--- config.mk ---
export PLATFORM = sky130hd
export DESIGN_NAME = rv_decode_top
export DESIGN_NICKNAME = d
export VERILOG_FILES = /design/src/hw/rv_decode_pkg.sv /design/src/hw/rv_decode_top.sv /design/src/hw/rv_decode_stage.sv /design/src/hw/rv_op_decode.sv /design/src/hw/rv_imm_gen.sv /design/src/hw/rv_format_stage.sv
export SDC_FILE = /design/constraint.sdc
export NUM_CORES = 1
export LEC_CHECK = 0
export ABC_AREA = 1
export CORE_ASPECT_RATIO = 0.5
export CORE_MARGIN = 1
export CORE_UTILIZATION = 57
export CTS_CLUSTER_SIZE = 20
export DETAILED_ROUTE_END_ITERATION = 10
export DONT_BUFFER_PORTS = 1
export PLACE_DENSITY_LB_ADDON = 0.15
export SETUP_SLACK_MARGIN = 0.05
export SYNTH_ARGS = -nofsm -noshare
export SYNTH_HDL_FRONTEND = slang
export SYNTH_SLANG_ARGS = --single-unit
--- constraint.sdc ---
create_clock -name clk -period 1.5 [get_ports clk]
set_input_delay 0.15 -clock clk [delete_from_list [all_inputs] [get_ports clk]]
set_output_delay 0.15 -clock clk [all_outputs]
set_load 0.01 [all_outputs]
--- src/hw/rv_decode_pkg.sv ---
`default_nettype none

package rv_decode_pkg;

  localparam int INST_W     = 32;
  localparam int XLEN       = 32;
  localparam int REG_ADDR_W = 5;

  typedef logic [INST_W-1:0]     word_t;
  typedef logic [REG_ADDR_W-1:0] reg_addr_t;
  typedef logic [2:0]            funct3_t;

  // Major opcodes, inst[6:0]
  localparam logic [6:0] OPC_LUI      = 7'b0110111;
  localparam logic [6:0] OPC_AUIPC    = 7'b0010111;
  localparam logic [6:0] OPC_JAL      = 7'b1101111;
  localparam logic [6:0] OPC_JALR     = 7'b1100111;
  localparam logic [6:0] OPC_BRANCH   = 7'b1100011;
  localparam logic [6:0] OPC_LOAD     = 7'b0000011;
  localparam logic [6:0] OPC_STORE    = 7'b0100011;
  localparam logic [6:0] OPC_OP_IMM   = 7'b0010011;
  localparam logic [6:0] OPC_OP       = 7'b0110011;
  localparam logic [6:0] OPC_MISC_MEM = 7'b0001111;
  localparam logic [6:0] OPC_SYSTEM   = 7'b1110011;

  localparam logic [6:0] F7_BASE = 7'b0000000;
  localparam logic [6:0] F7_ALT  = 7'b0100000; // SUB, SRA, SRAI

  // funct3 codes shared by OP and OP_IMM
  localparam funct3_t F3_ADD  = 3'b000;
  localparam funct3_t F3_SLL  = 3'b001;
  localparam funct3_t F3_SLT  = 3'b010;
  localparam funct3_t F3_SLTU = 3'b011;
  localparam funct3_t F3_XOR  = 3'b100;
  localparam funct3_t F3_SR   = 3'b101;
  localparam funct3_t F3_OR   = 3'b110;
  localparam funct3_t F3_AND  = 3'b111;

  // imm[11:0] of the two SYSTEM instructions
  localparam logic [11:0] SYS_ECALL  = 12'h000;
  localparam logic [11:0] SYS_EBREAK = 12'h001;

  typedef enum logic [2:0] {
    FMT_NONE,
    FMT_R,
    FMT_I,
    FMT_S,
    FMT_B,
    FMT_U,
    FMT_J
  } fmt_e;

  typedef enum logic [5:0] {
    OP_ILLEGAL,
    // Upper immediate and jumps
    OP_LUI, OP_AUIPC, OP_JAL, OP_JALR,
    // Branches
    OP_BEQ, OP_BNE, OP_BLT, OP_BGE, OP_BLTU, OP_BGEU,
    // Loads and stores
    OP_LB, OP_LH, OP_LW, OP_LBU, OP_LHU,
    OP_SB, OP_SH, OP_SW,
    // Register-immediate
    OP_ADDI, OP_SLTI, OP_SLTIU, OP_XORI, OP_ORI, OP_ANDI,
    OP_SLLI, OP_SRLI, OP_SRAI,
    // Register-register
    OP_ADD, OP_SUB, OP_SLL, OP_SLT, OP_SLTU,
    OP_XOR, OP_SRL, OP_SRA, OP_OR, OP_AND,
    // Fence and system
    OP_FENCE, OP_ECALL, OP_EBREAK
  } op_e;

endpackage

`default_nettype wire
--- src/hw/rv_decode_top.sv ---
`timescale 1ns/100ps
`default_nettype none

module rv_decode_top import rv_decode_pkg::*; (
  input  logic      clk,
  input  logic      rst,
  input  logic      req,
  input  word_t     inst,
  output logic      done,
  output op_e       op,
  output fmt_e      fmt,
  output logic      illegal,
  output reg_addr_t rd,
  output reg_addr_t rs1,
  output reg_addr_t rs2,
  output funct3_t   funct3,
  output reg_addr_t shamt,
  output word_t     imm
);

  logic  s1_valid;
  word_t s1_inst;
  fmt_e  s1_fmt;

  // Stage 1 captures and classifies
  rv_format_stage format_stage0 (
    .clk      (clk),
    .rst      (rst),
    .req      (req),
    .inst     (inst),
    .s1_valid (s1_valid),
    .s1_inst  (s1_inst),
    .s1_fmt   (s1_fmt)
  );

  rv_decode_stage decode_stage0 (
    .clk      (clk),
    .rst      (rst),
    .s1_valid (s1_valid),
    .s1_inst  (s1_inst),
    .s1_fmt   (s1_fmt),
    .done     (done),
    .op       (op),
    .fmt      (fmt),
    .illegal  (illegal),
    .rd       (rd),
    .rs1      (rs1),
    .rs2      (rs2),
    .funct3   (funct3),
    .shamt    (shamt),
    .imm      (imm)
  );

endmodule

`default_nettype wire

--- src/hw/rv_decode_stage.sv ---
`timescale 1ns/100ps
`default_nettype none

module rv_decode_stage import rv_decode_pkg::*; (
  input  logic      clk,
  input  logic      rst,
  input  logic      s1_valid,
  input  word_t     s1_inst,
  input  fmt_e      s1_fmt,
  output logic      done,
  output op_e       op,
  output fmt_e      fmt,
  output logic      illegal,
  output reg_addr_t rd,
  output reg_addr_t rs1,
  output reg_addr_t rs2,
  output funct3_t   funct3,
  output reg_addr_t shamt,
  output word_t     imm
);

  word_t     imm_next;
  op_e       op_next;
  logic      illegal_next;
  logic      has_rd;
  logic      has_rs1;
  logic      has_rs2;
  reg_addr_t rd_next;
  reg_addr_t rs1_next;
  reg_addr_t rs2_next;
  reg_addr_t shamt_next;
  funct3_t   funct3_next;

  rv_imm_gen imm_gen0 (
    .s1_inst  (s1_inst),
    .s1_fmt   (s1_fmt),
    .imm_next (imm_next)
  );

  rv_op_decode op_decode0 (
    .s1_inst      (s1_inst),
    .s1_fmt       (s1_fmt),
    .op_next      (op_next),
    .illegal_next (illegal_next)
  );

  // Which register fields the format carries
  always_comb begin
    has_rd  = 1'b0;
    has_rs1 = 1'b0;
    has_rs2 = 1'b0;
    case (s1_fmt)
      FMT_R: begin
        has_rd  = 1'b1;
        has_rs1 = 1'b1;
        has_rs2 = 1'b1;
      end
      FMT_I: begin
        has_rd  = 1'b1;
        has_rs1 = 1'b1;
      end
      FMT_S,
      FMT_B: begin
        has_rs1 = 1'b1;
        has_rs2 = 1'b1;
      end
      FMT_U,
      FMT_J: has_rd = 1'b1;
      default: ; // Unknown format keeps every field zero
    endcase
  end

  assign rd_next     = has_rd  ? s1_inst[11:7]  : '0;
  assign funct3_next = has_rs1 ? s1_inst[14:12] : '0; // funct3 travels with rs1
  assign rs1_next    = has_rs1 ? s1_inst[19:15] : '0;
  assign rs2_next    = has_rs2 ? s1_inst[24:20] : '0;
  assign shamt_next  = (op_next inside {OP_SLLI, OP_SRLI, OP_SRAI}) ? s1_inst[24:20] : '0;

  always_ff @(posedge clk) begin
    if (rst) begin
      done    <= 1'b0;
      op      <= OP_ILLEGAL;
      fmt     <= FMT_NONE;
      illegal <= 1'b0;
      rd      <= '0;
      rs1     <= '0;
      rs2     <= '0;
      funct3  <= '0;
      shamt   <= '0;
      imm     <= '0;
    end else begin
      done <= s1_valid;
      if (s1_valid) begin // Hold last result between pulses
        op      <= op_next;
        fmt     <= s1_fmt;
        illegal <= illegal_next;
        rd      <= rd_next;
        rs1     <= rs1_next;
        rs2     <= rs2_next;
        funct3  <= funct3_next;
        shamt   <= shamt_next;
        imm     <= imm_next;
      end
    end
  end

endmodule

`default_nettype wire

--- src/hw/rv_op_decode.sv ---
`timescale 1ns/100ps
`default_nettype none

module rv_op_decode import rv_decode_pkg::*; (
  input  word_t s1_inst,
  input  fmt_e  s1_fmt,
  output op_e   op_next,
  output logic  illegal_next
);

  logic [6:0]  opcode;
  funct3_t     f3;
  logic [6:0]  f7;
  logic [11:0] imm12;
  reg_addr_t   rs1_idx;
  reg_addr_t   rd_idx;

  assign opcode  = s1_inst[6:0];
  assign rd_idx  = s1_inst[11:7];
  assign f3      = s1_inst[14:12];
  assign rs1_idx = s1_inst[19:15];
  assign imm12   = s1_inst[31:20];
  assign f7      = s1_inst[31:25];

  always_comb begin
    op_next = OP_ILLEGAL;
    case (s1_fmt)
      FMT_U: op_next = (opcode == OPC_LUI) ? OP_LUI : OP_AUIPC;
      FMT_J: op_next = OP_JAL;
      FMT_B: begin
        case (f3)
          3'b000:  op_next = OP_BEQ;
          3'b001:  op_next = OP_BNE;
          3'b100:  op_next = OP_BLT;
          3'b101:  op_next = OP_BGE;
          3'b110:  op_next = OP_BLTU;
          3'b111:  op_next = OP_BGEU;
          default: op_next = OP_ILLEGAL;
        endcase
      end
      FMT_S: begin
        case (f3)
          3'b000:  op_next = OP_SB;
          3'b001:  op_next = OP_SH;
          3'b010:  op_next = OP_SW;
          default: op_next = OP_ILLEGAL;
        endcase
      end
      FMT_R: begin
        if (f7 == F7_BASE) begin
          case (f3)
            F3_ADD:  op_next = OP_ADD;
            F3_SLL:  op_next = OP_SLL;
            F3_SLT:  op_next = OP_SLT;
            F3_SLTU: op_next = OP_SLTU;
            F3_XOR:  op_next = OP_XOR;
            F3_SR:   op_next = OP_SRL;
            F3_OR:   op_next = OP_OR;
            default: op_next = OP_AND;
          endcase
        end else if (f7 == F7_ALT) begin // Only SUB and SRA use the alternate funct7
          if (f3 == F3_ADD) begin
            op_next = OP_SUB;
          end else if (f3 == F3_SR) begin
            op_next = OP_SRA;
          end
        end
      end
      FMT_I: begin
        case (opcode)
          OPC_JALR: begin
            if (f3 == 3'b000) begin
              op_next = OP_JALR;
            end
          end
          OPC_LOAD: begin
            case (f3)
              3'b000:  op_next = OP_LB;
              3'b001:  op_next = OP_LH;
              3'b010:  op_next = OP_LW;
              3'b100:  op_next = OP_LBU;
              3'b101:  op_next = OP_LHU;
              default: op_next = OP_ILLEGAL;
            endcase
          end
          OPC_OP_IMM: begin
            case (f3)
              F3_ADD:  op_next = OP_ADDI;
              F3_SLT:  op_next = OP_SLTI;
              F3_SLTU: op_next = OP_SLTIU;
              F3_XOR:  op_next = OP_XORI;
              F3_OR:   op_next = OP_ORI;
              F3_AND:  op_next = OP_ANDI;
              F3_SLL:  op_next = (f7 == F7_BASE) ? OP_SLLI : OP_ILLEGAL;
              default: begin // Right shifts
                if (f7 == F7_BASE) begin
                  op_next = OP_SRLI;
                end else if (f7 == F7_ALT) begin
                  op_next = OP_SRAI;
                end
              end
            endcase
          end
          OPC_MISC_MEM: begin
            if (f3 == 3'b000) begin
              op_next = OP_FENCE;
            end
          end
          OPC_SYSTEM: begin
            if (f3 == 3'b000 && rs1_idx == '0 && rd_idx == '0) begin
              if (imm12 == SYS_ECALL) begin
                op_next = OP_ECALL;
              end else if (imm12 == SYS_EBREAK) begin
                op_next = OP_EBREAK;
              end
            end
          end
          default: op_next = OP_ILLEGAL;
        endcase
      end
      default: op_next = OP_ILLEGAL; // Unknown opcode
    endcase
  end

  assign illegal_next = (op_next == OP_ILLEGAL);

endmodule

`default_nettype wire

--- src/hw/rv_imm_gen.sv ---
`timescale 1ns/100ps
`default_nettype none

module rv_imm_gen import rv_decode_pkg::*; (
  input  word_t s1_inst,
  input  fmt_e  s1_fmt,
  output word_t imm_next
);

  logic sign;

  assign sign = s1_inst[INST_W-1];

  always_comb begin
    case (s1_fmt)
      FMT_I: imm_next = {{(XLEN-12){sign}}, s1_inst[31:20]};
      FMT_S: imm_next = {{(XLEN-12){sign}}, s1_inst[31:25], s1_inst[11:7]};
      FMT_B: begin // Offset in halfwords
        imm_next = {{(XLEN-13){sign}}, s1_inst[31], s1_inst[7],
                    s1_inst[30:25], s1_inst[11:8], 1'b0};
      end
      FMT_U: imm_next = {s1_inst[31:12], 12'b0};
      FMT_J: begin
        imm_next = {{(XLEN-21){sign}}, s1_inst[31], s1_inst[19:12],
                    s1_inst[20], s1_inst[30:21], 1'b0};
      end
      default: imm_next = '0; // R and unknown formats
    endcase
  end

endmodule

`default_nettype wire

--- src/hw/rv_format_stage.sv ---
`timescale 1ns/100ps
`default_nettype none

module rv_format_stage import rv_decode_pkg::*; (
  input  logic  clk,
  input  logic  rst,
  input  logic  req,
  input  word_t inst,
  output logic  s1_valid,
  output word_t s1_inst,
  output fmt_e  s1_fmt
);

  fmt_e fmt_next;

  always_comb begin
    case (inst[6:0])
      OPC_OP:       fmt_next = FMT_R;
      OPC_JALR,
      OPC_LOAD,
      OPC_OP_IMM,
      OPC_MISC_MEM,
      OPC_SYSTEM:   fmt_next = FMT_I;
      OPC_STORE:    fmt_next = FMT_S;
      OPC_BRANCH:   fmt_next = FMT_B;
      OPC_LUI,
      OPC_AUIPC:    fmt_next = FMT_U;
      OPC_JAL:      fmt_next = FMT_J;
      default:      fmt_next = FMT_NONE; // Unknown opcode
    endcase
  end

  always_ff @(posedge clk) begin
    if (rst) begin
      s1_valid <= 1'b0;
      s1_fmt   <= FMT_NONE;
    end else begin
      s1_valid <= req;
      if (req) begin
        s1_fmt <= fmt_next;
      end
    end
  end

  always_ff @(posedge clk) begin
    if (req) begin
      s1_inst <= inst;
    end
  end

endmodule

`default_nettype wire

* Word level (Yosys, flattened, before mapping)
Cells that the tools add are included.
** Word-level totals
- Bits in registers :: 102
- Input port bits :: 35
- Output and inout bits :: 66
- Logic and storage cells :: 92
** Operators by class
- Eq/ne operators :: 35
- Muxes and demuxes :: 30
- Reduce and logical (&&, ||, !) cells :: 14
** Operator list (number)
- $pmux W32 S5 :: 1
- $mux W6 :: 8
- $eq A7 B7 Y1 const B :: 6
- $pmux W6 S7 :: 1
- $pmux W6 S6 :: 1
- $eq A7 B6 Y1 const B :: 5
- $mux W5 :: 7
- $pmux W5 S7 :: 1
- $pmux W6 S5 :: 1
- $pmux W4 S6 :: 1
- $eq A3 B3 Y1 const B :: 7
- $eq A7 B5 Y1 const B :: 3
- $pmux W4 S5 :: 1
- $eq A6 B5 Y1 const B :: 3
- $pmux W3 S6 :: 1
- $pmux W5 S3 :: 1
- $eq A7 B2 Y1 const B :: 2
- $eq A7 B4 Y1 const B :: 2
- $eq A12 B1 Y1 const B :: 1
- $eq A3 B2 Y1 const B :: 4
- $logic_not A12 Y1 :: 1
- $logic_not A5 Y1 :: 2
- $reduce_or A4 Y1 :: 2
- $logic_not A7 Y1 :: 1
- 11 further kinds :: 16

* Depth between registers and ports, before layout
- Depth in word-level cells :: 9
- Mapped depth :: 15

* Modules after synthesis
Synthesis repeated with hierarchy kept, for this count alone.
** Unflattened totals
- Cell total of the unflattened synthesis :: 705
- Area total of the unflattened synthesis :: 5213.8 um^2
** By module, submodules not included
- rv_decode_stage :: times used 1, cells each 308, area each 2464.9 um^2, seq. area each 1321.3 um^2
- rv_format_stage :: times used 1, cells each 79, area each 1238.7 um^2, seq. area each 1041.0 um^2
- rv_op_decode :: times used 1, cells each 198, area each 960.9 um^2, seq. area each 0.0 um^2
- rv_imm_gen :: times used 1, cells each 120, area each 549.3 um^2, seq. area each 0.0 um^2

* Worst setup path after synthesis
No wires, ideal clock.
- Kind :: register to register
- From :: register format_stage0.s1_inst[14]
- To :: register decode_stage0.illegal
- Arrival :: 1493 ps
- Path slack :: -120 ps
- Stages on the path, launching flop included :: 16
- Buffers on the path :: 1
- Period minus slack after synthesis :: 1620 ps
- Cells stage by stage :: edfxtp_1 buf_4 inv_2 nand2_1 nor2_1 nand2_1 nor2_1 nand2_1 nand3_1 nand2_1 nand2_1 nor2_1 nand3_1 nor2_1 nor2_1 nor2_1
** Between the ends
- Longest elaborated chain between the ends :: 7
- Elaborated cells on any way between the ends :: 25
- Classes of those cells :: eq/ne: 7; mux: 14; reduce/logical: 4
** RTL lines
- start: declaration :: line rv_format_stage.sv:10 : output word_t s1_inst,
- start signal: assignment :: line rv_format_stage.sv:47 : s1_inst <= inst;
- parallel branches: the longest is 5 deep, another holds $pmux W5 S7
- $pmux W6 S6 (*) :: line rv_op_decode.sv:27 : case (s1_fmt)
- $logic_not A6 Y1 (*) :: line rv_op_decode.sv:125 : assign illegal_next = (op_next == OP_ILLEGAL);
- end signal: assignment :: line rv_decode_stage.sv:96 : illegal <= illegal_next;
- end: declaration :: line rv_decode_stage.sv:13 : output logic illegal,
Every way passes the cells marked *.
A chain may end at the register's enable or synchronous reset.

* Final worst setup path
- From :: register format_stage0.s1_inst[6]
- To :: register decode_stage0.shamt[3]
** Between the ends
- Longest elaborated chain between the ends :: 6
- Elaborated cells on any way between the ends :: 14
- Classes of those cells :: eq/ne: 9; mux: 4; reduce/logical: 1
** RTL lines
- $eq A7 B7 Y1, or another cell as far along :: line rv_op_decode.sv:70 : case (opcode)
- $pmux W6 S5 or $mux W2 (tied branches) :: line rv_op_decode.sv:70, rv_op_decode.sv:28
- $pmux W6 S6 (*) :: line rv_op_decode.sv:27
- $eq A6 B5 Y1 :: line rv_decode_stage.sv:77 : assign shamt_next = (op_next inside {OP_SLLI, OP_SRLI, OP_SRAI}) ? s1_inst[24:20] : '0;
- $reduce_bool A3 Y1 (*) :: line rv_decode_stage.sv:77
- $mux W5 (*) :: line rv_decode_stage.sv:77
- end signal: assignment :: line rv_decode_stage.sv:101 : shamt <= shamt_next;
- end: declaration :: line rv_decode_stage.sv:18 : output reg_addr_t shamt,
Every way passes the cells marked *; elsewhere a longest branch is shown, timed or not.

==> results.cfg <==
[global_route]
grt_pass1_wl_um = 26200
grt-ovfl-total = 0
grt.total_usage = 0.421
grt_pass1_vias = 4989
grt_max_degree = 44
antenna_found_initial = 0

[clock_tree]
cts_tree = done
htree_levels = 3
cts_buffers = 9
cts.clk_slew.worst_paths_ns = 0.08
cts_hold_buf = 35
max-clock-path-buffers = 2
clk_latency_ns = 0.36
clockRootBuffer = clkbuf_16
clkSinkCount = 102

[sta]
finalSetupViolCount = 23
period_needed_ns = 2.09
max_freq_mhz = 479
fin_skew_ns = 0.0132
holdWs_ns = -0.144
fin_ws_ns = -0.588
relSlewSlack = 0.635
hold_viol_final = 41
fin_tns_setup_ns = -5.70
rsz0062_at_grt = yes
fin_crit_sh = 1.39
finalMaxSlewViolations = 0
worst_pin_slew_ns = 0.546

[status]
violations = hold timing, setup timing
status = complete, but fails checks

[final_layout]
syn2layout_area_growth_pct = 49.2
postLayoutCellArea_um2 = 6930
fill_cells = 292
final_core_utilization = 0.912
nets = 782
num_antenna_cells = 0
drive_above_1_share = 0.374

[critical_path]
start_kind = flop
cp_max_fo = 5
path_delay_family = simple AND/OR/NAND/NOR gates
crit_buf_inv = 1
path_common_cell = nand3_2
cp_slowest_stage_delay_ns = 0.47
endpoint_kind = flop
cp.arrival_ns = 2.37
cp_cell_sequence = buf_6 > nand2_1 > nor2_2 > nand3_1 > nand2_1 > nor2_2 > nand3_2 > nand2_2 > nand3_2 > nor2_4 > nand3_2 > a21oi_2
slowest_stage = edfxtp_1
path_class = reg2reg
worstPathRequired_ns = 1.78

[power_and_ir_drop]
p_leak_uw = 0.00295
ir_drop_v = 0.000767
p_seq_frac = 0.466
power.density_nw_per_um2 = 972
clkPwrFrac = 0.364
switching_share = 0.292
p_switching_uw = 1970
power_uw = 6740
pwr-share-comb = 0.170
internal_power_uw = 4770

[floorplan]
ios = 101
core.rowCount = 22
dieArea_um2 = 8540
start_util = 0.611
floorplan.die.height_um = 65.8
die_width_um = 130
coreArea_um2 = 7600

[yosys]
synthDominantCellAreaShare = 0.302
synth_edf_count = 32
async_flop_share = 0
synthesis.instances = 617
ys.flop_type = dfxtp_1
synthDistinctLibCells = 31
ys_seq_area_frac = 0.509
synth_area_per_cell_um2 = 7.53
yosysWarnings = 0
syn_nets = 652
synth_seq_cells = 102
synthesis.area_um2 = 4640
netlist_top_cells_area = dfxtp_1 30%, edfxtp_1 21%, nand2_1 14%
synth_top_cell_by_area = dfxtp_1

[place]
place.port_buffers = 0
gp_congestion = 0.979
place_area_um2 = 5410
post-dp-hpwl_um = 10400

[detailed_routing]
dr.pass1.iters = 8
viasPerCell = 6.47
antenna_left = 0
routed_wl_um = 20000
wl_per_cell_um = 23.3
drtIter0Drc = 809
dr_total_vias = 5564
remaining_drc_errors = 0

[min_path]
hold_path.class = in2reg

[run]
cap_violations = 0
-- power by group through the flow --
stage	Combinational (µW)	Clock (µW)	Sequential (µW)
global route	1190	2540	3150
CTS	913	2390	3110
global placement	694	0	3170
finish	1150	2450	3140
detailed placement	701	0	3170
floorplan	401	0	3150
-- synth_stat cells (2+ instances only) --
master	n
nor3_1	4
or2_2	2
edfxtp_1	32
nand3_1	55
o31ai_1	2
o211ai_1	5
buf_4	3
dfxtp_1	70
nand2_1	173
nor2_4	2
inv_2	13
a21oi_1	55
inv_1	49
nor2_1	54
clkbuf_1	15
nor2_2	4
nand4_1	5
o21ai_0	41
a31oi_1	2
buf_1	6
nor3_2	2
a21oi_2	3
o21ai_1	12
-- layer usage --
| metal | vias up | wire (µm) | global-route usage |
|---|---|---|---|
| li1 | 2290 | - | - |
| met2 | 548 | 8750 | 0.711 |
| met5 | - | 0 | 0 |
| met1 | 2560 | 6980 | 0.494 |
| met3 | 166 | 2750 | 0.128 |
| met4 | 0 | 1570 | 0.208 |
-- cells in the final DEF (no fill, tap or decap), types with 16 or more instances in the layout --
cell type,count
a21oi_1,29
a21oi_2,27
buf_4,83
buf_6,25
dfxtp_1,66
dlygate4sd3_1,33
edfxtp_1,32
inv_1,43
nand2_1,137
nand2_2,24
nand3_1,36
nor2_1,32
nor2_2,16
o21ai_0,29
-- state kept, by name, summed over array words and instances, names as in the netlist --
| signal | count |
|---|---|
| format_stage0.s1_valid | 1 |
| decode_stage0.imm | 32 |
| decode_stage0.illegal | 1 |
| decode_stage0.done | 1 |
| decode_stage0.fmt | 3 |
| decode_stage0.funct3 | 3 |
| decode_stage0.rd | 5 |
| decode_stage0.shamt | 5 |
| decode_stage0.op | 6 |
| decode_stage0.rs2 | 5 |
| decode_stage0.rs1 | 5 |
| format_stage0.s1_inst | 32 |
| format_stage0.s1_fmt | 3 |
-- stage by stage --
step,instances,worst slack [ns]
floorplan,617,-0.0756
global placement,788,-0.460
detailed placement,788,-0.495
CTS,855,-0.325
global route,860,-0.656
finish,860,-0.588
-- layout make-up --
| cell class | count | area (µm²) | area share |
|---|---|---|---|
| well taps | 108 | 135 | 0.0195 |
| inverters | 63 | 272 | 0.0392 |
| flip-flops and latches | 102 | 2370 | 0.343 |
| repair buffers | 143 | 1270 | 0.184 |
| clock buffers | 11 | 264 | 0.0381 |
| multi-input cells | 428 | 2570 | 0.371 |
| clock inverters | 5 | 42.5 | 0.00614 |
-- worst paths after layout --
kind                       startpoint                endpoint  slack (ns)  depth (start not counted)
max          format_stage0.s1_inst[6]  decode_stage0.shamt[3]       -0.59                         12
min                               rst  decode_stage0.shamt[1]       -0.14                          1
max reg2reg  format_stage0.s1_inst[6]  decode_stage0.shamt[3]       -0.59                         12
min reg2reg     decode_stage0.imm[13]   decode_stage0.imm[13]        0.50                          2
-- timing repair --
item | in CTS | in global routing
pin swaps | 33 | 40
buffers inserted | 16 | 7
hold endpoints to repair | 108 | 41
setup endpoints to repair | 52 | 52
cloned | 1 | 0
resized for setup | 87 | 113
-- logic make-up (layout without fill, tap and decap cells) --
family / after synthesis / count (layout) / synth area share
simple gates: 304 / 304 / 0.276
compound gates: 123 / 124 / 0.141
flops: 102 / 102 / 0.509
buf+inv: 88 / 222 / 0.0738
Power figures use the tool's default switching activity.
